`src/common/axi_rd_pkg.sv`:
```
package axi_rd_pkg;

	localparam int addr_w = 32;
	localparam int data_w = 32;
	localparam int len_w = 4;
	localparam int lanes = 4;
	localparam int mem_bytes = 4096;
	localparam int mem_aw = $clog2(mem_bytes);
	localparam int bank_depth = 1024;
	localparam int bank_idx_w = 10;
	localparam int paddr_w = 13;

	// APB register map, memory window starts at mem_base
	localparam logic [paddr_w-1:0] reg_addr = 13'h000;
	localparam logic [paddr_w-1:0] reg_ctrl = 13'h004;
	localparam logic [paddr_w-1:0] reg_start = 13'h008;
	localparam logic [paddr_w-1:0] reg_status = 13'h00C;
	localparam logic [paddr_w-1:0] mem_base = 13'h1000;

	// Field positions inside reg_ctrl
	localparam int ctrl_len_lsb = 0;
	localparam int ctrl_size_lsb = 4;
	localparam int ctrl_burst_lsb = 8;

	typedef enum logic [1:0] {
		burst_fixed = 2'd0,
		burst_incr = 2'd1,
		burst_wrap = 2'd2
	} burst_e;

	// Encoded as log2 of the bytes per beat
	typedef enum logic [1:0] {
		size_1 = 2'd0,
		size_2 = 2'd1,
		size_4 = 2'd2
	} size_e;

	typedef struct packed {
		logic [addr_w-1:0] addr;
		logic [len_w-1:0] len;
		size_e size;
		burst_e burst;
	} rd_cmd_t;

	typedef struct packed {
		logic psel;
		logic penable;
		logic pwrite;
		logic [paddr_w-1:0] paddr;
		logic [data_w-1:0] pwdata;
	} apb_req_t;

	typedef struct packed {
		logic [data_w-1:0] prdata;
		logic pready;
		logic pslverr;
	} apb_rsp_t;

	typedef struct packed {
		logic arvalid;
		rd_cmd_t cmd;
	} ar_t;

	typedef struct packed {
		logic rvalid;
		logic [data_w-1:0] rdata;
		logic rlast;
	} r_t;

	typedef struct packed {
		logic en;
		logic [bank_idx_w-1:0] index;
		logic [7:0] data;
	} bank_wr_t;

endpackage
```
`src/axi_rd/ar_issue.sv`:
```
`timescale 1ns/1ps

module ar_issue (
	input  logic clk,
	input  logic resetn,
	input  logic start,
	input  axi_rd_pkg::rd_cmd_t cmd,
	output axi_rd_pkg::ar_t ar,
	input  logic arready
);

	typedef enum logic {
		ar_idle,
		ar_present
	} ar_state_e;

	ar_state_e state;
	ar_state_e state_next;

	always_ff @(posedge clk or negedge resetn) begin
		if (!resetn) begin
			state <= ar_idle;
		end else begin
			state <= state_next;
		end
	end

	always_comb begin
		state_next = state;
		case (state)
			ar_idle: begin
				if (start)
					state_next = ar_present;
			end
			ar_present: begin
				if (arready)
					state_next = ar_idle;
			end
			default: begin
				state_next = ar_idle;
			end
		endcase
	end

	// Payload is zero outside the presenting state
	always_comb begin
		ar = '0;
		if (state == ar_present) begin
			ar.arvalid = 1'b1;
			ar.cmd = cmd;
		end
	end

	// The controller must hold cmd while the address is waiting
	a_ar_stable: assert property (
		@(posedge clk) disable iff (!resetn)
		ar.arvalid && !arready |=> ar.arvalid && $stable(ar.cmd)
	);

endmodule

```
`config.mk`:
```
export PLATFORM = sky130hd
export DESIGN_NAME = ar_issue
export DESIGN_NICKNAME = d
export VERILOG_FILES = /design/src/common/axi_rd_pkg.sv /design/src/axi_rd/ar_issue.sv
export SDC_FILE = /design/constraint.sdc
export NUM_CORES = 1
export LEC_CHECK = 0
export BUFFER_PORTS_ARGS = -buffer_cell sky130_fd_sc_hd__buf_2
export CORE_ASPECT_RATIO = 1.1
export CORE_MARGIN = 1.5
export CORE_UTILIZATION = 23
export DETAILED_ROUTE_END_ITERATION = 16
export GPL_TIMING_DRIVEN = 0
export HOLD_SLACK_MARGIN = 0.12
export PLACE_DENSITY = 0.94
export SETUP_SLACK_MARGIN = 0.5
export SYNTH_ARGS = -nofsm -noshare
export SYNTH_HDL_FRONTEND = slang
export SYNTH_SLANG_ARGS = --single-unit
```
`constraint.sdc`:
```
create_clock -name clk -period 3.1 [get_ports clk]
set_clock_uncertainty 0.15 [all_clocks]
set_input_delay 0.62 -clock clk [delete_from_list [all_inputs] [get_ports clk]]
set_output_delay 0.62 -clock clk [all_outputs]
set_load 0.01 [all_outputs]
```
; Yosys cells after proc, flatten, opt, wreduce, memory -nomap -nowiden
; Cells that the tools add are included.
[word_totals]
word_cells = 6
ff_bits = 1
[classes]
bitwise_logic = 1
muxes = 4
[op_table]
columns = cell, n
row1 = $mux W41, 1
row2 = $mux W1, 2
row3 = $pmux W1 S2, 1
row4 = $not A1 Y1, 1

; Longest topological paths before layout
[depth]
ltp_word = 2
mapped_depth = 2

; Worst setup path after synthesis
; Ideal clock, no wire load.
[synth_path]
path_kind = input to output
startpoint = input port cmd[10] (netlist name)
endpoint = output port ar[10] (netlist name)
n_path_buf = 0
path_stages = 1
setup_slack_ps = 1521
arrival_time_ps = 809
cell_sequence = and2_2
[synth_via]
elab_chain_len = 1
[synth_lines]
columns = item, line_no
row1 = from (decl), ar_issue.sv:7  ; input axi_rd_pkg::rd_cmd_t cmd,
row2 = $mux W41, ar_issue.sv:48  ; if (state == ar_present) begin
row3 = to (decl), ar_issue.sv:8  ; output axi_rd_pkg::ar_t ar,
; Every way passes these cells.

==> results <==
- After clock tree synthesis, the setup repair step added 0 buffers.
- The total number of vias is approximately 600.
- The number of detailed-route iterations in the first pass is 4.
- The standard cell core area is 0.00140 mm².
- By area the synthesized netlist is led by and2_2 (62%), and2_1 (20%), dfrtp_1 (7.1%).
- Global routing used a little over an eighth of the available tracks across all layers.
- Entering global routing, the biggest net connects 11 pins.
- The arrival time reported for the critical path endpoint is 1.03 ns.
- In the global route stage, met3 resource usage came out at 0%.
- The worst endpoint required time is 2.33 ns.
- Among all stages on the critical path, the largest delay is contributed by and2_2.
- Headroom to the max-slew limit came out at between 80% and 90%.
- The area growth from synthesis to layout is 125%.
- The filler cells instantiated in the layout total 132.
- The most critical setup path has its startpoint at cmd[18].
- Summing all placed instances gives a cell area of 793 µm².
- The setup path with the least slack is of type in -> out.
- In this run the mean area of a mapped cell was 7.35 µm².
- The most instantiated flip-flop cell in the synthesis netlist is dfrtp_1.
- Routability-driven placement finished with a final weighted congestion of just over 0.7.
- The fraction of post-synthesis cell area in the top cell type by area is 61.7%.
- Once detailed placement completed, the half-perimeter wirelength came to 1260 µm.
- In this run, the number of DRC markers left after iteration 0 of detailed routing was 2.
- The CTS clock-pin slew for the worst setup and hold paths is 0 ns.
- Global routing used about 14% of the available met1 tracks.
- The synthesized netlist contains 7 unique library cells.
- The commonest cells after synthesis are and2_2 (29), and2_1 (11), clkbuf_2 (4).
- The most critical setup path has its endpoint at ar[18].
- For this run, the register share of the synthesized area comes to 7.09%.
- The maximum single-stage delay on the critical path is 0.18 ns.
- The signal on the critical path passes through buf_2 -> and2_2 -> buf_2.
- The post-synthesis net count is 92.
- The worst setup path is captured at an output port.
- The minimum hold slack is around 0.24 ns.
- STA classifies the critical path startpoint as an input pin.
- and2_2 is the most common cell in the netlist.
- From bottom edge to top edge, the die measures 44.1 µm.
- During placement, the flow inserted port buffers numbering between 80 and 90.
- The clock insertion delay at the later pin of the skew report is 0 ns.
- The total negative slack is 0 ns.
- For this block, the routed nets add up to about 1400 µm of wire.
- After detailed routing, the number of vias per cell comes to 4.04.
- The summed area of non-filler cells in the final layout is 793 µm².
- The transition time at the pin with the least slew margin is 0.207 ns.
- The utilization of the core after routing is 56.6%.
- The number of I/O pins is between 80 and 90.
- The post-route DRC violation count is 0.
- The class of the tightest hold or removal check is in -> async.
- The share of flip-flops with an asynchronous set or reset is 100%.
- For this run, the top clock speed supported by timing is approximately 560 MHz.
- The number of gates resized after CTS was 0.
- The routed length per instance is just over 9 µm.
- For this run the aggregate overflow at the end of global routing stands at 0.
- In this run, synthesis produced a sequential element count of 1.
- The largest register by flop count is state.
- 0 antenna diodes ended up in the layout.
- The setup check on the worst reg-to-reg path leaves a slack of between 2 and 2.5 ns.
- The power density relative to cell area is 192 mW/mm².
- The number of flip-flops in the largest register is 1.
- The total setup violations reported at the end of the flow is 0.
- The via count of the first global-routing pass is 469.
- During synthesis, Yosys emitted a total of 0 warnings.
- The run finished with clean final reports.
- The area of the mapped netlist is 353 µm².
- The largest fanout on the critical path is 1.
- The horizontal die dimension is roughly 40 µm.
- The hold violation total from the final report is 0.
- The worst register-to-register path begins at state.
- The worst reg2reg path endpoint is state.
- The die covers 0.00178 mm².
- Once detail routing completed, the nets flagged for antenna violations numbered 0.
- The smallest clock period supported by the final layout is computed as 1.80 ns.
- The number of antenna violations at the first check in global routing is 0.
- The number of hold buffers added after CTS was 0.
- The gate count of the mapped netlist is 48.
- The global-route layer with the greatest usage is met2.
- The effective utilization at floorplan is 25.2%.
- The post-route netlist has 89.4% of its cells at a drive strength greater than 1.
- The final count of pins violating max slew is 0.
- The cell accounting for the most synthesized area is and2_2.
- The global-route wire length before repair is ~1800 µm.
- The net count of the finished layout is 178.
- Summed over all cells, the static leakage comes to approximately 0.54 nW.
- Setup repair after global routing left no endpoint under its margin.
- The largest registers in the layout are state (1).
- The number of max-capacitance violations reported is 0.
- The number of flops mapped to enable cells by yosys is 0.
- IR analysis of the VDD net gives a maximum drop of 89.2 µV.
- The most numerous cell type found on the critical path is buf_2.
- The share of the clock period used by the worst path after layout is a little under 60%.
- The row count is 14.
- The cell count of the worst reg-to-reg path is 1.
- The met2 routing resource usage after global routing is around 28%.
==> layout make-up <==
type | count | area, µm² | share of cell area, %
flip-flops and latches | 1 | 25.0 | 3.15
plain buffers | 5 | 27.5 | 3.47
inverters | 1 | 3.75 | 0.473
multi-input cells | 41 | 297 | 37.4
well taps | 16 | 20.0 | 2.52
repair buffers | 84 | 420 | 53.0
==> routing by layer <==
layer / vias to the layer above / routed length, µm / share of wire, %
met1: 254 / 441 / 32
met3: 0 / 183 / 13
met4: 0 / 0 / 0
met2: 36 / 739 / 54
li1: 308 / - / -
met5: - / 0 / 0
==> worst min path at each step <==
| stage | end | slack (ns) | cells after the start | start |
|---|---|---|---|---|
| final | state | 0.24 | 1 | resetn |
| after global routing | state | 0.25 | 1 | resetn |
| after CTS | state | 0.25 | 1 | resetn |
| after detailed placement | state | 0.25 | 1 | resetn |
| after global placement | state | 0.25 | 1 | resetn |
| after floorplan | state | 0.17 | 0 | resetn |
==> cells in the final DEF, fill, tap and decap left out <==
| cell type | Yosys | routed |
|---|---|---|
| and2_1 | 11 | 11 |
| and2_2 | 29 | 29 |
| buf_2 | 0 | 84 |
| buf_4 | 1 | 1 |
| clkbuf_2 | 4 | 4 |
| dfrtp_1 | 1 | 1 |
| inv_1 | 1 | 1 |
| mux2i_1 | 1 | 1 |
==> through the flow <==
step / setup slack, ns / cells / power (W)
after CTS: 1.30 / 148 / 0.000154
after floorplan: 1.52 / 48 / 0.0000869
after global placement: 1.31 / 148 / 0.000150
after global routing: 1.28 / 148 / 0.000167
final: 1.30 / 148 / 0.000152
after detailed placement: 1.30 / 148 / 0.000154
==> power breakdown <==
part	switching [W]	total, W	internal, W
clock network	0	0	0
logic	0.0000591	0.000135	0.0000763
registers	0.00000237	0.0000170	0.0000146
total	0.0000614	0.000152	0.0000910
==> logic make-up (layout without fill, tap and decap cells) <==
group	after synthesis	after routing	share of synthesized area (%)
muxes	1	1	2.84
buffers and inverters	6	90	8.87
DFF	1	1	7.09
and+or+nand+nor	40	40	81.2
==> critical path: cells and delay by family <==
kind / cells / cell delay (ns)
buffers and inverters: 2 / 0.23
and+or+nand+nor: 1 / 0.18
Note: power is estimated with default switching activity, not from simulation.
