===== config.mk =====
export PLATFORM = sky130hd
export DESIGN_NAME = apb_ctrl
export DESIGN_NICKNAME = d
export VERILOG_FILES = /design/src/common/axi_rd_pkg.sv /design/src/hw/apb_ctrl.sv
export SDC_FILE = /design/constraint.sdc
export NUM_CORES = 1
export LEC_CHECK = 0
export ABC_AREA = 1
export BUFFER_PORTS_ARGS = -buffer_cell sky130_fd_sc_hd__buf_4
export CORE_ASPECT_RATIO = 1.4
export CORE_UTILIZATION = 45
export DETAILED_ROUTE_END_ITERATION = 8
export GPL_TIMING_DRIVEN = 0
export PLACE_DENSITY = 0.78
export SLEW_MARGIN = 20
export SYNTH_ARGS = -nofsm -noshare
export SYNTH_HDL_FRONTEND = slang
export SYNTH_SLANG_ARGS = --single-unit

===== constraint.sdc =====
create_clock -name clk -period 3.81 [get_ports clk]
set_clock_uncertainty 0.05 [all_clocks]
set_input_delay 0.5715 -clock clk [delete_from_list [all_inputs] [get_ports clk]]
set_output_delay 0.5715 -clock clk [all_outputs]
set_load 0.02 [all_outputs]

===== src/common/axi_rd_pkg.sv =====
package axi_rd_pkg;

	localparam int addr_w = 32;
	localparam int data_w = 32;
	localparam int len_w = 4;
	localparam int lanes = 4;
	localparam int mem_bytes = 4096;
	localparam int mem_aw = $clog2(mem_bytes);
	localparam int bank_depth = 1024;
	localparam int bank_idx_w = 10;
	localparam int paddr_w = 13;

	// APB register map, memory window starts at mem_base
	localparam logic [paddr_w-1:0] reg_addr = 13'h000;
	localparam logic [paddr_w-1:0] reg_ctrl = 13'h004;
	localparam logic [paddr_w-1:0] reg_start = 13'h008;
	localparam logic [paddr_w-1:0] reg_status = 13'h00C;
	localparam logic [paddr_w-1:0] mem_base = 13'h1000;

	// Field positions inside reg_ctrl
	localparam int ctrl_len_lsb = 0;
	localparam int ctrl_size_lsb = 4;
	localparam int ctrl_burst_lsb = 8;

	typedef enum logic [1:0] {
		burst_fixed = 2'd0,
		burst_incr = 2'd1,
		burst_wrap = 2'd2
	} burst_e;

	// Encoded as log2 of the bytes per beat
	typedef enum logic [1:0] {
		size_1 = 2'd0,
		size_2 = 2'd1,
		size_4 = 2'd2
	} size_e;

	typedef struct packed {
		logic [addr_w-1:0] addr;
		logic [len_w-1:0] len;
		size_e size;
		burst_e burst;
	} rd_cmd_t;

	typedef struct packed {
		logic psel;
		logic penable;
		logic pwrite;
		logic [paddr_w-1:0] paddr;
		logic [data_w-1:0] pwdata;
	} apb_req_t;

	typedef struct packed {
		logic [data_w-1:0] prdata;
		logic pready;
		logic pslverr;
	} apb_rsp_t;

	typedef struct packed {
		logic arvalid;
		rd_cmd_t cmd;
	} ar_t;

	typedef struct packed {
		logic rvalid;
		logic [data_w-1:0] rdata;
		logic rlast;
	} r_t;

	typedef struct packed {
		logic en;
		logic [bank_idx_w-1:0] index;
		logic [7:0] data;
	} bank_wr_t;

endpackage

===== src/hw/apb_ctrl.sv =====
`timescale 1ns/1ps

module apb_ctrl (
	input  logic clk,
	input  logic resetn,
	input  axi_rd_pkg::apb_req_t apb,
	output axi_rd_pkg::apb_rsp_t apb_out,
	input  logic done,
	output logic start,
	output axi_rd_pkg::rd_cmd_t cmd,
	output logic [axi_rd_pkg::bank_idx_w-1:0] rd_index,
	input  logic [axi_rd_pkg::lanes-1:0][7:0] rd_data
);
	import axi_rd_pkg::*;

	logic access;
	logic mem_sel;
	logic mem_rd;
	logic mem_wait;
	logic [1:0] lane_sel;
	logic start_wr;
	logic busy;
	logic error;
	logic legal;
	logic aligned;
	logic size_ok;
	logic burst_ok;
	logic wrap_len_ok;
	logic [mem_aw:0] beats;
	logic [mem_aw:0] burst_bytes;
	logic [mem_aw:0] burst_end;
	logic [data_w-1:0] ctrl_rd;

	assign access = apb.psel && apb.penable;
	assign mem_sel = apb.paddr >= mem_base;
	assign mem_rd = access && !apb.pwrite && mem_sel;
	assign start_wr = access && apb.pwrite && !busy && (apb.paddr == reg_start) && apb.pwdata[0];

	// Command registers are frozen while a burst is running
	always_ff @(posedge clk or negedge resetn) begin
		if (!resetn) begin
			cmd <= '0;
		end else if (access && apb.pwrite && !busy) begin
			if (apb.paddr == reg_addr)
				cmd.addr <= apb.pwdata;
			if (apb.paddr == reg_ctrl) begin
				cmd.len <= apb.pwdata[ctrl_len_lsb +: len_w];
				cmd.size <= size_e'(apb.pwdata[ctrl_size_lsb +: 2]);
				cmd.burst <= burst_e'(apb.pwdata[ctrl_burst_lsb +: 2]);
			end
		end
	end

	assign beats = (mem_aw+1)'(cmd.len) + (mem_aw+1)'(1);
	assign burst_bytes = beats << cmd.size;
	assign burst_end = {1'b0, cmd.addr[mem_aw-1:0]} + burst_bytes;

	always_comb begin
		case (cmd.size)
			size_1: aligned = 1'b1;
			size_2: aligned = !cmd.addr[0];
			size_4: aligned = cmd.addr[1:0] == 2'b00;
			default: aligned = 1'b0;
		endcase
	end

	assign size_ok = cmd.size inside {size_1, size_2, size_4};
	assign burst_ok = cmd.burst inside {burst_fixed, burst_incr, burst_wrap};
	assign wrap_len_ok = (cmd.burst != burst_wrap) || (cmd.len inside {4'd1, 4'd3, 4'd7, 4'd15});
	assign legal = size_ok && burst_ok && aligned && wrap_len_ok && (burst_end <= mem_bytes);

	always_ff @(posedge clk or negedge resetn) begin
		if (!resetn) begin
			start <= 1'b0;
			busy <= 1'b0;
			error <= 1'b0;
		end else begin
			start <= start_wr && legal;
			if (start_wr) begin
				busy <= legal;
				error <= !legal;
			end else if (done) begin
				busy <= 1'b0;
			end
		end
	end

	// One wait state for memory reads while the banks fetch
	always_ff @(posedge clk or negedge resetn) begin
		if (!resetn) begin
			mem_wait <= 1'b0;
		end else begin
			mem_wait <= mem_rd && !mem_wait;
		end
	end

	always_ff @(posedge clk) begin
		if (mem_rd && !mem_wait)
			lane_sel <= apb.paddr[1:0];
	end

	assign rd_index = apb.paddr[bank_idx_w+1:2];

	always_comb begin
		ctrl_rd = '0;
		ctrl_rd[ctrl_len_lsb +: len_w] = cmd.len;
		ctrl_rd[ctrl_size_lsb +: 2] = cmd.size;
		ctrl_rd[ctrl_burst_lsb +: 2] = cmd.burst;
	end

	always_comb begin
		apb_out = '0;
		apb_out.pready = !(mem_rd && !mem_wait);
		if (access) begin
			if (mem_sel) begin
				// Memory window is read only
				apb_out.pslverr = apb.pwrite;
				apb_out.prdata = {{(data_w-8){1'b0}}, rd_data[lane_sel]};
			end else begin
				case (apb.paddr)
					reg_addr: apb_out.prdata = cmd.addr;
					reg_ctrl: apb_out.prdata = ctrl_rd;
					reg_start: apb_out.prdata = '0;
					reg_status: apb_out.prdata = {{(data_w-2){1'b0}}, error, busy};
					default: apb_out.pslverr = 1'b1;
				endcase
			end
		end
	end

	a_penable_needs_psel: assert property (
		@(posedge clk) disable iff (!resetn)
		apb.penable |-> apb.psel
	);

endmodule


## Word level (Yosys, flattened, before mapping)

Cells that the tools add are included.

- Order comparisons: 3
- Reduce and logical (&&, ||, !) cells: 31
- Eq/ne operators: 12
- Muxes and demuxes: 11
- $add $sub $neg: 2
- Shift-type cells: 1

Operator list:

| operator | count |
|---|---|
| 32-bit one-hot mux with 3 select lines | 1 |
| 32-bit 2-to-1 mux | 2 |
| 13-bit by 4-bit equality test with 1-bit output (second input constant) | 2 |
| 8-bit binary-select mux with 2-bit select | 1 |
| 12-bit by 13-bit adder with 13-bit output | 1 |
| 13-bit by 3-bit equality test with 1-bit output (second input constant) | 1 |
| 13-bit >= comparator (second input constant) | 1 |
| 13-bit <= comparator (second input constant) | 1 |
| 1-bit logical AND | 13 |
| 13-bit zero test | 1 |
| 5-bit by 2-bit left shift with 13-bit output | 1 |
| 8-bit 2-to-1 mux | 1 |
| 1-bit zero test | 6 |
| 2-bit zero test | 3 |
| 3-bit nonzero test | 2 |
| 4-bit by 1-bit adder with 5-bit output (second input constant) | 1 |
| 1-bit 2-to-1 mux | 5 |
| 2-bit by 1-bit equality test with 1-bit output (second input constant) | 2 |
| 2-bit equality test (second input constant) | 2 |
| 4-bit by 1-bit equality test with 1-bit output (second input constant) | 1 |
| 4-bit by 2-bit equality test with 1-bit output (second input constant) | 1 |
| 4-bit by 3-bit equality test with 1-bit output (second input constant) | 1 |
| 4-bit equality test (second input constant) | 1 |
| 2-bit AND reduction | 2 |
| other kinds (7) | 7 |

- Word-level logic and storage cells: 69
- Input port bits: 83
- Flip-flop bits (word level): 46
- Output and inout port bits: 85

## Longest topological paths before layout

Gate-level depths: netlist (run 1).

- Depth after elaboration: 7
- Mapped depth: 22
- Depth with buffers taken out: 22

## Least setup slack after synthesis (run 1)

No wires, ideal clock.

- Path type: reg2reg
- Start point: register cmd[4] (netlist name)
- End point: register error
- Period minus slack after synthesis: 2649 ps
- Arrival: 2471 ps
- Path buffers: 0
- Setup time: 128 ps
- Data required time: 3632 ps
- Cell stages (with the launch flop): 21
- Setup slack: 1161 ps
- Path through: dfrtp_1 > ha_1 > or2_2 > nand3_1 > o21ai_0 > nand2_1 > o21ai_0 > ha_1 > nand2_1 > nand2_1 > inv_1 > nand2_1 > nand3_1 > nand3_1 > nand2_1 > nand2_1 > nand2_1 > nor2_1 > nand2_1 > nand2_1 > a21oi_1

- Longest elaborated chain between the ends: 6
- Elaborated cells between the ends (all ways): 13
- Classes of those cells: 2 x add/sub; 1 x order compare; 4 x eq/ne; 1 x shift; 5 x reduce/logical

RTL lines:

| element | line | text |
|---|---|---|
| start, declared | apb_ctrl.sv:10 | `output axi_rd_pkg::rd_cmd_t cmd,` |
| 4-bit by 1-bit adder with 5-bit output (tied with other cells) | apb_ctrl.sv:54 | `assign beats = (mem_aw+1)'(cmd.len) + (mem_aw+1)'(1);` |
| 5-bit by 2-bit left shift with 13-bit output or 4-bit nonzero test (tied branches) | apb_ctrl.sv:55, apb_ctrl.sv:69 |  |
| 12-bit by 13-bit adder with 13-bit output or 1-bit logical OR (tied branches) | apb_ctrl.sv:56, apb_ctrl.sv:69 |  |
| 13-bit <= comparator or 1-bit logical AND (tied branches) | apb_ctrl.sv:70 | `assign legal = size_ok && burst_ok && aligned && wrap_len_ok && (burst_end <= mem_bytes);` |
| 1-bit logical AND * | apb_ctrl.sv:70 |  |
| 1-bit zero test * | apb_ctrl.sv:81 | `error <= !legal;` |
| end signal, assigned | apb_ctrl.sv:81 |  |
| end, declared | apb_ctrl.sv:23 | `logic error;` |

Mark *: on every way between the ends. The rest lies on a longest branch, timed or not.
A chain may end at the register's enable or synchronous reset.

## Worst setup path in the final report (run 1)

Same ends and word-level chain as after synthesis.

==> results of run 1 <==
-- layout make-up --
type,instances,area [µm²]
plain buffers,27,159
clock buffers,5,68.8
clock inverters,3,22.5
fillers,634,2480
inverters,62,239
multi-input cells,347,1950
flip-flops and latches,46,1160
well taps,97,121
repair buffers,167,1250
-- state kept, by name, indices dropped and copies added, names as in the netlist --
signal,count
busy,1
error,1
mem_wait,1
cmd,40
lane_sel,2
start,1
-- cells by family after synthesis --
group / count (synthesis)
flops: 46
buf+inv: 89
simple gates: 242
fa+ha+maj: 11
xor+xnor: 3
compound gates: 68
mux: 23
-- power by group --
part | switching, W | internal [W]
logic | 0.0000731 | 0.0000842
registers | 0.000000655 | 0.000492
clock network | 0.000179 | 0.000133
-- synth_stat cells, types with 2 or more instances --
master	number
o221ai_1	2
o22ai_1	2
mux2_4	20
nor2_1	55
mux2_2	2
nand4_1	9
inv_1	58
a211oi_1	2
a32oi_1	4
xnor2_1	2
edfxtp_1	2
a21oi_1	18
clkbuf_1	12
nor3_1	8
o21ai_1	8
dfrtp_1	44
or2_2	2
o21ai_0	21
nor4_1	2
buf_6	2
nand2_1	130
ha_1	10
o211ai_1	7
nand3_1	29
buf_4	11
-- metrics by stage --
stage | utilization [%] | area, µm² | std cells | setup WS [ps] | total power (W)
4_1_cts | 66.7 | 4970 | 754 | 888 | 0.000966
5_1_grt | 66.7 | 4970 | 754 | 605 | 0.00100
3_3_place_gp | 65.5 | 4880 | 746 | 955 | 0.000658
6_report | 66.7 | 4970 | 754 | 866 | 0.000961
2_1_floorplan | - | 3510 | 482 | 1160 | 0.000558
3_5_place_dp | 65.5 | 4880 | 746 | 906 | 0.000660
-- per-layer routing --
| layer | up-vias | track usage (%) | share of wire (%) |
|---|---|---|---|
| met5 | - | 0 | 0 |
| met1 | 1769 | 29.6 | 37 |
| met3 | 27 | 5.75 | 7.4 |
| li1 | 1914 | - | - |
| met2 | 163 | 50.3 | 53 |
| met4 | 0 | 10.2 | 2.9 |
-- path summary, 6_finish.rpt --
check                      slack [ps]  cells after the start               endpoint                from
min reg2reg                       420                      1     mem_wait$_DFF_PN0_  mem_wait$_DFF_PN0_
max in group asynchronous        3130                      1      error$_DFFE_PN0P_              resetn
min                               190                      1    cmd[10]$_DFFE_PN0P_              resetn
max                               870                     20      error$_DFFE_PN0P_  cmd[4]$_DFFE_PN0P_
min in group clk                  390                      1  lane_sel[1]$_DFFE_PP_             apb[33]
max reg2reg                       870                     20      error$_DFFE_PN0P_  cmd[4]$_DFFE_PN0P_
-- worst register-to-register path, cell delays in order, from the launching register on --
cell     delay (ps)
dfrtp_1         460
ha_1            270
or2_2           290
nand3_1          70
o21ai_0         110
nand2_1          80
o21ai_0          90
ha_1            380
nand2_1          70
inv_1            90
nand2_1          60
nand2_1         120
nand2_1          90
nand3_1          70
nand2_1          50
inv_1            50
nand3_1          60
nor2_1          130
nand2_1          90
nand2_1          90
a21oi_1          70
-- cell usage in the layout (no fill, tap or decap), types with 12 or more instances in the layout --
cell | synthesis | layout
a21oi_1 | 18 | 18
buf_4 | 11 | 178
clkbuf_1 | 12 | 12
dfrtp_1 | 44 | 44
inv_1 | 58 | 58
mux2_4 | 20 | 20
nand2_1 | 130 | 130
nand3_1 | 29 | 29
nor2_1 | 55 | 55
o21ai_0 | 21 | 21
==> out/qor.txt, run 1 <==
die height -> 106 µm
final slew viol count -> 0
Max-Slew Margin vs Limit -> 63.0%
Post-synth EDFFs -> 2
Site Rows -> 37
P per Cell Area -> 193 nW/µm²
Clock transition at path regs -> 90 ps
Fmax -> 340 MHz
Final #Nets -> 750
post-layout min period -> 2940 ps
combinational family with the most area after synthesis -> simple AND/OR/NAND/NOR gates
area grow syn2layout -> 41.8%
H-tree depth -> 2
leakage -> 2.68 nW
Synth Area per Inst -> 7.28 µm²
DRC -> 0
critical path, cell by cell -> ha_1, or2_2, nand3_1, o21ai_0, nand2_1, o21ai_0, ha_1, nand2_1, inv_1, nand2_1, nand2_1, nand2_1, nand3_1, nand2_1, inv_1, nand3_1, nor2_1, nand2_1, nand2_1, a21oi_1
Initial Util -> 47.1%
number of synthesis warnings -> 0
Setup-failing EPs final -> 0
post-synthesis instance total -> 482
ys flop type -> dfrtp_1
vias per std cell -> 5.14
hold violation total from the final report -> 0
synthesized net count -> 576
Root Buffer -> clkbuf_8
Setup Crit Path Kind -> flop to flop
CP top delay family -> simple AND/OR/NAND/NOR gates
CTS sink cnt -> 46
CTS hold repair buffers -> 0
Mapped Area -> 3510 µm²
1st-iter DRT viols -> 136
xor/xnor share of the synthesized area -> 0.749%
Post-Synth Simple-Gate Area -> 29.8%
die area -> 8160 µm²
Req. time, crit path -> 3940 ps
RSZ-0062 raised after global routing -> no
CP Launch Type -> flop
Max Root-Sink Buffers -> 2
max-cap violations -> 0
share of post-route cells with drive strength above 1 -> 33.8%
Peak VDD IR -> 0.153 mV
estimated wirelength of the detail-placed design -> 9000 µm
Slew @ Worst Pin -> 555 ps
first-pass GRT wire length -> 17500 µm
GPL Wtd Cong -> 0.918
Total GRT Usage -> 27.0%
grt total ovfl -> 0
Synth Area in Adders -> 4.14%
register bit count reported by yosys -> 46
Synth top area share -> 31.4%
WL per Instance -> 14.4 µm
core area -> 7450 µm²
post-synth top area cell -> dfrtp_1
CP Buf/Inv Count -> 2
Compound-Gate Fraction of Synth Area -> 11.4%
I/O pins -> 168
post-synthesis mux area share -> 9.49%
worst hold slack -> 193 ps
Hold WC Path Type -> input port to asynchronous set/reset pin
post_cts resized -> 0
CTS tree -> yes
Final Cycle Share -> 77.3%
top cells by area, synth -> dfrtp_1, nand2_1, mux2_4
cell repeated most along the worst path -> nand2_1
asr flop ratio synth -> 95.7%
DRT Pass-1 Iters -> 4
vias in the first global route -> 3834
setup TNS -> 0 ps
Die W -> 76.6 µm
sequential area share after synthesis -> 33.1%
Vias -> 3873
maximum fanout along the worst path -> 6
synth unique cells -> 45
post-route ant nets -> 0
initial antenna violation count -> 0
max incr delay on CP -> 460 ps
ANT cells -> 0
number of I/O port buffers -> 167
outcome -> finished clean
CP arrival -> 3080 ps
largest net degree at the start of global routing -> 45
Post-Route WL -> 10800 µm
TritonCTS Buffers -> 5
Slowest-stage cell, CP -> dfrtp_1
Crit. End Element -> flop
Skew-Pair Late Insertion Delay -> 300 ps
post-CTS setup buffers -> 0
No activity file was read; power rests on OpenSTA's default activity.
==> run 2: changes to the inputs <==
- CORE_UTILIZATION: 45 -> 43
- clock period: 3.81 -> 2.6 ns (I/O delays scaled with it)
==> run 2 against run 1 <==
Effect of this change:
- sequential share of layout area decreased by 1.2 points
- worst setup slack got worse by 1100 ps
- via count increased by 3.7%
- routed wire length increased by 7.7%
- global-route usage decreased by 0.22 points
- the run now ends with setup timing left
- first-iteration DRC count increased by 57%
- count of clock-buffer cells in the layout unchanged
- final area increased by 5.7%
==> out/qor.txt, run 2 (synthesis results as in run 1) <==
outcome -> finished, violations left
failing checks -> setup timing
r2r startpoint -> cmd[4]$_DFFE_PN0P_
Crit. End Element -> flop
maximum fanout along the worst path -> 4
CP top delay family -> simple AND/OR/NAND/NOR gates
vias in the first global route -> 4002
Initial Util -> 44.7%
utilization of the core after routing -> 67.0%
Root Buffer -> clkbuf_8
CP Launch Type -> flop
worst slack, placed -> -275 ps
CTS hold repair buffers -> 0
max incr delay on CP -> 450 ps
Largest Register -> cmd
number of I/O port buffers -> 167
CTS tree -> yes
post-layout min period -> 2800 ps
Max Root-Sink Buffers -> 2
Worst Setup SP -> cmd[4]$_DFFE_PN0P_
CP arrival -> 2990 ps
H-tree depth -> 2
TritonCTS Buffers -> 5
Total GRT Usage -> 26.8%
Site Rows -> 38
Peak VDD IR -> 0.306 mV
CP Buf/Inv Count -> 3
RSZ-0062 raised after global routing -> yes
Slew @ Worst Pin -> 571 ps
GPL Wtd Cong -> 0.929
Setup-failing EPs final -> 3
vias per std cell -> 5.22
DRC -> 0
Setup WS post-layout -> -196 ps
Final #Nets -> 763
ANT cells -> 0
Max-Slew Margin vs Limit -> 61.9%
footprint of the multi-input gates -> 2110 µm²
share of post-route cells with drive strength above 1 -> 41.9%
DRT Pass-1 Iters -> 4
largest net degree at the start of global routing -> 45
Skew-Pair Late Insertion Delay -> 310 ps
CTS sink cnt -> 46
biggest regs -> cmd (40), lane_sel (2)
1st-iter DRT viols -> 213
I/O pins -> 168
critical path, cell by cell -> buf_6, nand3_4, xor2_2, nor2_2, a31oi_2, o21ai_1, ha_1, nand2_2, inv_2, nand2_1, nand2_2, inv_1, nand2_1, nand2_1, nand4_1, nor2_4, nand2_2, nand2_4, nand2_2, nand2_1
post-route ant nets -> 0
Req. time, crit path -> 2800 ps
Post-Route WL -> 11700 µm
P per Cell Area -> 269 nW/µm²
estimated wirelength of the detail-placed design -> 9020 µm
initial antenna violation count -> 0
area occupied by registers -> 1170 µm²
Final Cycle Share -> 108%
commonest cells after routing, fill and taps aside -> buf_4, nand2_1, inv_1, nor2_1, dfrtp_1
Fmax -> 358 MHz
area grow syn2layout -> 49.9%
hold violation total from the final report -> 0
grt total ovfl -> 0
max-cap violations -> 0
Die W -> 78.3 µm
WL per Instance -> 15.1 µm
Vias -> 4016
Hold WC Path Type -> input port to asynchronous set/reset pin
cell area after layout -> 5260 µm²
placed cell areas -> 4890 µm²
first-pass GRT wire length -> 17800 µm
leakage -> 2.76 nW
Slowest-stage cell, CP -> dfrtp_2
die area -> 8530 µm²
core area -> 7850 µm²
max reg flops -> 40
die height -> 109 µm
filler cell count -> 648
worst hold slack -> 1.99 ps
Clock transition at path regs -> 90 ps
Setup Crit Path Kind -> flop to flop
final slew viol count -> 0
most common cell after layout, fill and taps aside -> buf_4
run 2: changes by cell type in the layout (fill, tap and decap cells not counted), sizes merged:
cell	change
clkbuf	-2
buf	+15
run 2: worst reg2reg max path, cell delays in order (launching register included):
cell and delay, ps:
dfrtp_2 450, buf_6 140, nand3_4 80, xor2_2 180
nor2_2 60, a31oi_2 170, o21ai_1 90, ha_1 380
nand2_2 200, inv_2 40, nand2_1 80, nand2_2 70
inv_1 70, nand2_1 50, nand2_1 60, nand4_1 140
nor2_4 150, nand2_2 80, nand2_4 70, nand2_2 40
nand2_1 70
run 2: final timing paths:
check                                        end  slack (ps)  cells after the start
setup reg to reg                busy$_DFFE_PN0P_        -200                     20
hold / removal               cmd[20]$_DFFE_PN0P_           2                      1
min in group clk           lane_sel[0]$_DFFE_PP_         210                      1
setup / recovery                busy$_DFFE_PN0P_        -200                     20
hold reg to reg               mem_wait$_DFF_PN0_         420                      1
max in group asynchronous     cmd[5]$_DFFE_PN0P_        2080                      1
run 2: stage by stage:
stage | total power (W) | setup TNS, ps | std cells
finish | 0.00141 | -553 | 770
global route | 0.00146 | -1070 | 770
CTS | 0.00143 | -248 | 766
detailed placement | 0.000968 | -721 | 749
global placement | 0.000962 | -543 | 749
floorplan | 0.000817 | 0 | 482
run 2: layout make-up:
| cell class | instances | area share, % |
|---|---|---|
| multi-input combinational | 347 | 40.1 |
| timing repair buffer | 182 | 26.1 |
| sequential | 46 | 22.2 |
| inverter | 62 | 4.54 |
| buffer | 25 | 2.90 |
| tap | 100 | 2.38 |
| clock buffer | 5 | 1.31 |
| clock inverter | 3 | 0.428 |
run 2: repair_timing:
item | in CTS | in global routing
setup buffers | 10 | 5
pin swaps | 19 | 23
resized for setup | 26 | 31
endpoints found under the setup margin | 4 | 4
run 2: per-layer routing:
| layer | global-route usage (%) | vias to the layer above | routed length, µm |
|---|---|---|---|
| met3 | 5.36 | 42 | 764 |
| met2 | 49.3 | 173 | 6170 |
| li1 | - | 1936 | - |
| met5 | 0 | - | 0 |
| met4 | 14.0 | 0 | 501 |
| met1 | 28.6 | 1865 | 4220 |
run 2: report_power, final:
group / total, W / switching (W) / internal [W] / leakage (nW)
Sequential: 0.000722 / 0.00000103 / 0.000721 / 0.616
Combinational: 0.000231 / 0.000107 / 0.000124 / 2.10
Clock: 0.000460 / 0.000266 / 0.000195 / 0.0489
Total: 0.00141 / 0.000374 / 0.00104 / 2.76
==> run 3: changes to the inputs <==
- BUFFER_PORTS_ARGS: -buffer_cell sky130_fd_sc_hd__buf_4 -> -buffer_cell sky130_fd_sc_hd__buf_2
==> run 3 against run 2 <==
Effect of this change:
- highest routed layer unchanged
- count of clock-buffer cells in the layout rose by 1
- register-to-register slack barely moved
- maximum frequency rose by 0.34%
- combinational power fell by 18%
- the run still ends with setup timing left
- critical endpoint is now error$_DFFE_PN0P_
- final area fell by 7.7%
- global-route usage fell by 1.3 points
- routed wire length fell by 2.9%
- power fell by 0.61%
- first-iteration DRC count rose by 38%
==> out/qor.txt, run 3 (synthesis results as in run 1) <==
Final #Nets -> 761
CP Buf/Inv Count -> 1
Site Rows -> 38
vias per std cell -> 5.26
Vias -> 4039
max-cap violations -> 0
final slew viol count -> 0
Setup WS post-layout -> -186 ps
Setup Crit Path Kind -> flop to flop
largest net degree at the start of global routing -> 45
filler cell count -> 709
TritonCTS Buffers -> 5
Req. time, crit path -> 2740 ps
max incr delay on CP -> 470 ps
core area -> 7850 µm²
die height -> 109 µm
share of post-route cells with drive strength above 1 -> 43.1%
FF-to-FF End -> error$_DFFE_PN0P_
Largest Register -> cmd
area grow syn2layout -> 38.4%
worst reg-to-reg path cell count -> 14
Post-Route WL -> 11300 µm
DRC -> 0
area occupied by registers -> 1170 µm²
Slew @ Worst Pin -> 572 ps
estimated wirelength of the detail-placed design -> 8670 µm
H-tree depth -> 2
Hold WC Path Type -> input port to asynchronous set/reset pin
worst hold slack -> 9.80 ps
Clock transition at path regs -> 90 ps
Power, Total -> 0.00140 W
CTS tree -> yes
max reg flops -> 40
Crit. End Element -> flop
flop2flop setup slack -> -190 ps
footprint of the multi-input gates -> 2130 µm²
hold violation total from the final report -> 0
leakage -> 2.68 nW
Max-Slew Margin vs Limit -> 61.8%
grt total ovfl -> 0
WL per Instance -> 14.7 µm
Skew-Pair Late Insertion Delay -> 320 ps
maximum fanout along the worst path -> 4
DRT Pass-1 Iters -> 5
met3 wire len -> 775 µm
1st-iter DRT viols -> 295
number of I/O port buffers -> 167
setup TNS -> -514 ps
Peak VDD IR -> 0.243 mV
CTS sink cnt -> 46
Max Root-Sink Buffers -> 2
CP Launch Type -> flop
initial antenna violation count -> 0
top sig layer -> met4
most common cell after layout, fill and taps aside -> buf_2
CP top delay family -> simple AND/OR/NAND/NOR gates
Total GRT Usage -> 25.5%
metal1 wirelength -> 4240 µm
failing checks -> setup timing
post-layout min period -> 2790 ps
CP arrival -> 2930 ps
Final Cycle Share -> 107%
vias in the first global route -> 3728
Fmax -> 359 MHz
Root Buffer -> clkbuf_8
critical path, cell by cell -> ha_4, or2_4, a31oi_4, mux2i_1, ha_1, buf_6, nand3_1, nand3_2, xnor2_2, nand4_1, nor2_2, nand2_1, nand2_2, a21oi_2
Setup-failing EPs final -> 3
DR WL met2 -> 5860 µm
Initial Util -> 44.7%
r2r startpoint -> cmd[4]$_DFFE_PN0P_
outcome -> finished, violations left
RSZ-0062 raised after global routing -> yes
Die W -> 78.3 µm
post-route ant nets -> 0
P per Cell Area -> 289 nW/µm²
Slowest-stage cell, CP -> dfrtp_2
biggest regs -> cmd (40), lane_sel (2)
first-pass GRT wire length -> 16700 µm
GPL Wtd Cong -> 0.915
I/O pins -> 168
commonest cells after routing, fill and taps aside -> buf_2, nand2_1, inv_1, nor2_1, dfrtp_1
ANT cells -> 0
die area -> 8530 µm²
-- run 3: changes by cell type in the layout (fill, tap and decap cells not counted), sizes merged --
cell,delta
inv,-1
clkbuf,+1
buf,-2
clkinv,-1
clkinvlp,+1
-- run 3: how the worst max path moves through the flow --
stage,slack [ps],end,from,cells past startpoint
CTS,-130,error$_DFFE_PN0P_,cmd[5]$_DFFE_PN0P_,15
detailed placement,-320,error$_DFFE_PN0P_,cmd[4]$_DFFE_PN0P_,13
floorplan,20,error$_DFFE_PN0P_,cmd[4]$_DFFE_PN0P_,20
global route,-350,busy$_DFFE_PN0P_,cmd[4]$_DFFE_PN0P_,16
finish,-190,error$_DFFE_PN0P_,cmd[4]$_DFFE_PN0P_,14
global placement,-270,error$_DFFE_PN0P_,cmd[4]$_DFFE_PN0P_,13
-- run 3: metal layers --
layer | global-route usage, % | vias up
li1 | - | 1931
met1 | 27.1 | 1848
met2 | 47.9 | 217
met3 | 4.94 | 43
met4 | 11.8 | 0
met5 | 0 | -
-- run 3: layout make-up --
class	count	share of cell area [%]
sequential	46	24.0
timing repair buffer	179	19.3
multi-input combinational	347	43.9
inverter	62	4.93
tap	100	2.58
buffer	26	3.25
clock buffer	6	1.70
clock inverter	2	0.335
-- run 3: through the flow --
step	cells	setup slack (ps)	area, µm²	utilization (%)
after floorplan	482	22.5	3510	-
after global placement	749	-274	4470	57.0
after detailed placement	749	-315	4470	57.0
after CTS	766	-128	4730	60.3
after global routing	768	-347	4850	61.9
final	768	-186	4850	61.9
-- run 3: worst reg2reg max path: stages, from the launching register on --
cell,delay [ps]
dfrtp_2,470
ha_4,190
or2_4,240
a31oi_4,190
mux2i_1,100
ha_1,380
buf_6,150
nand3_1,90
nand3_2,140
xnor2_2,150
nand4_1,120
nor2_2,150
nand2_1,90
nand2_2,80
a21oi_2,60
-- run 3: what timing repair did --
action	CTS	global route
buffers inserted	9	3
pin swaps	21	16
gates resized for setup	27	38
endpoints found under the setup margin	3	11
hold buffers	0	0
cloned	0	0
-- run 3: report_power, final --
part | leakage [nW] | switching [W] | internal (W)
Combinational | 2.01 | 0.000108 | 0.0000825
Sequential | 0.616 | 0.00000102 | 0.000721
Clock | 0.0478 | 0.000273 | 0.000219
Total | 2.68 | 0.000382 | 0.00102
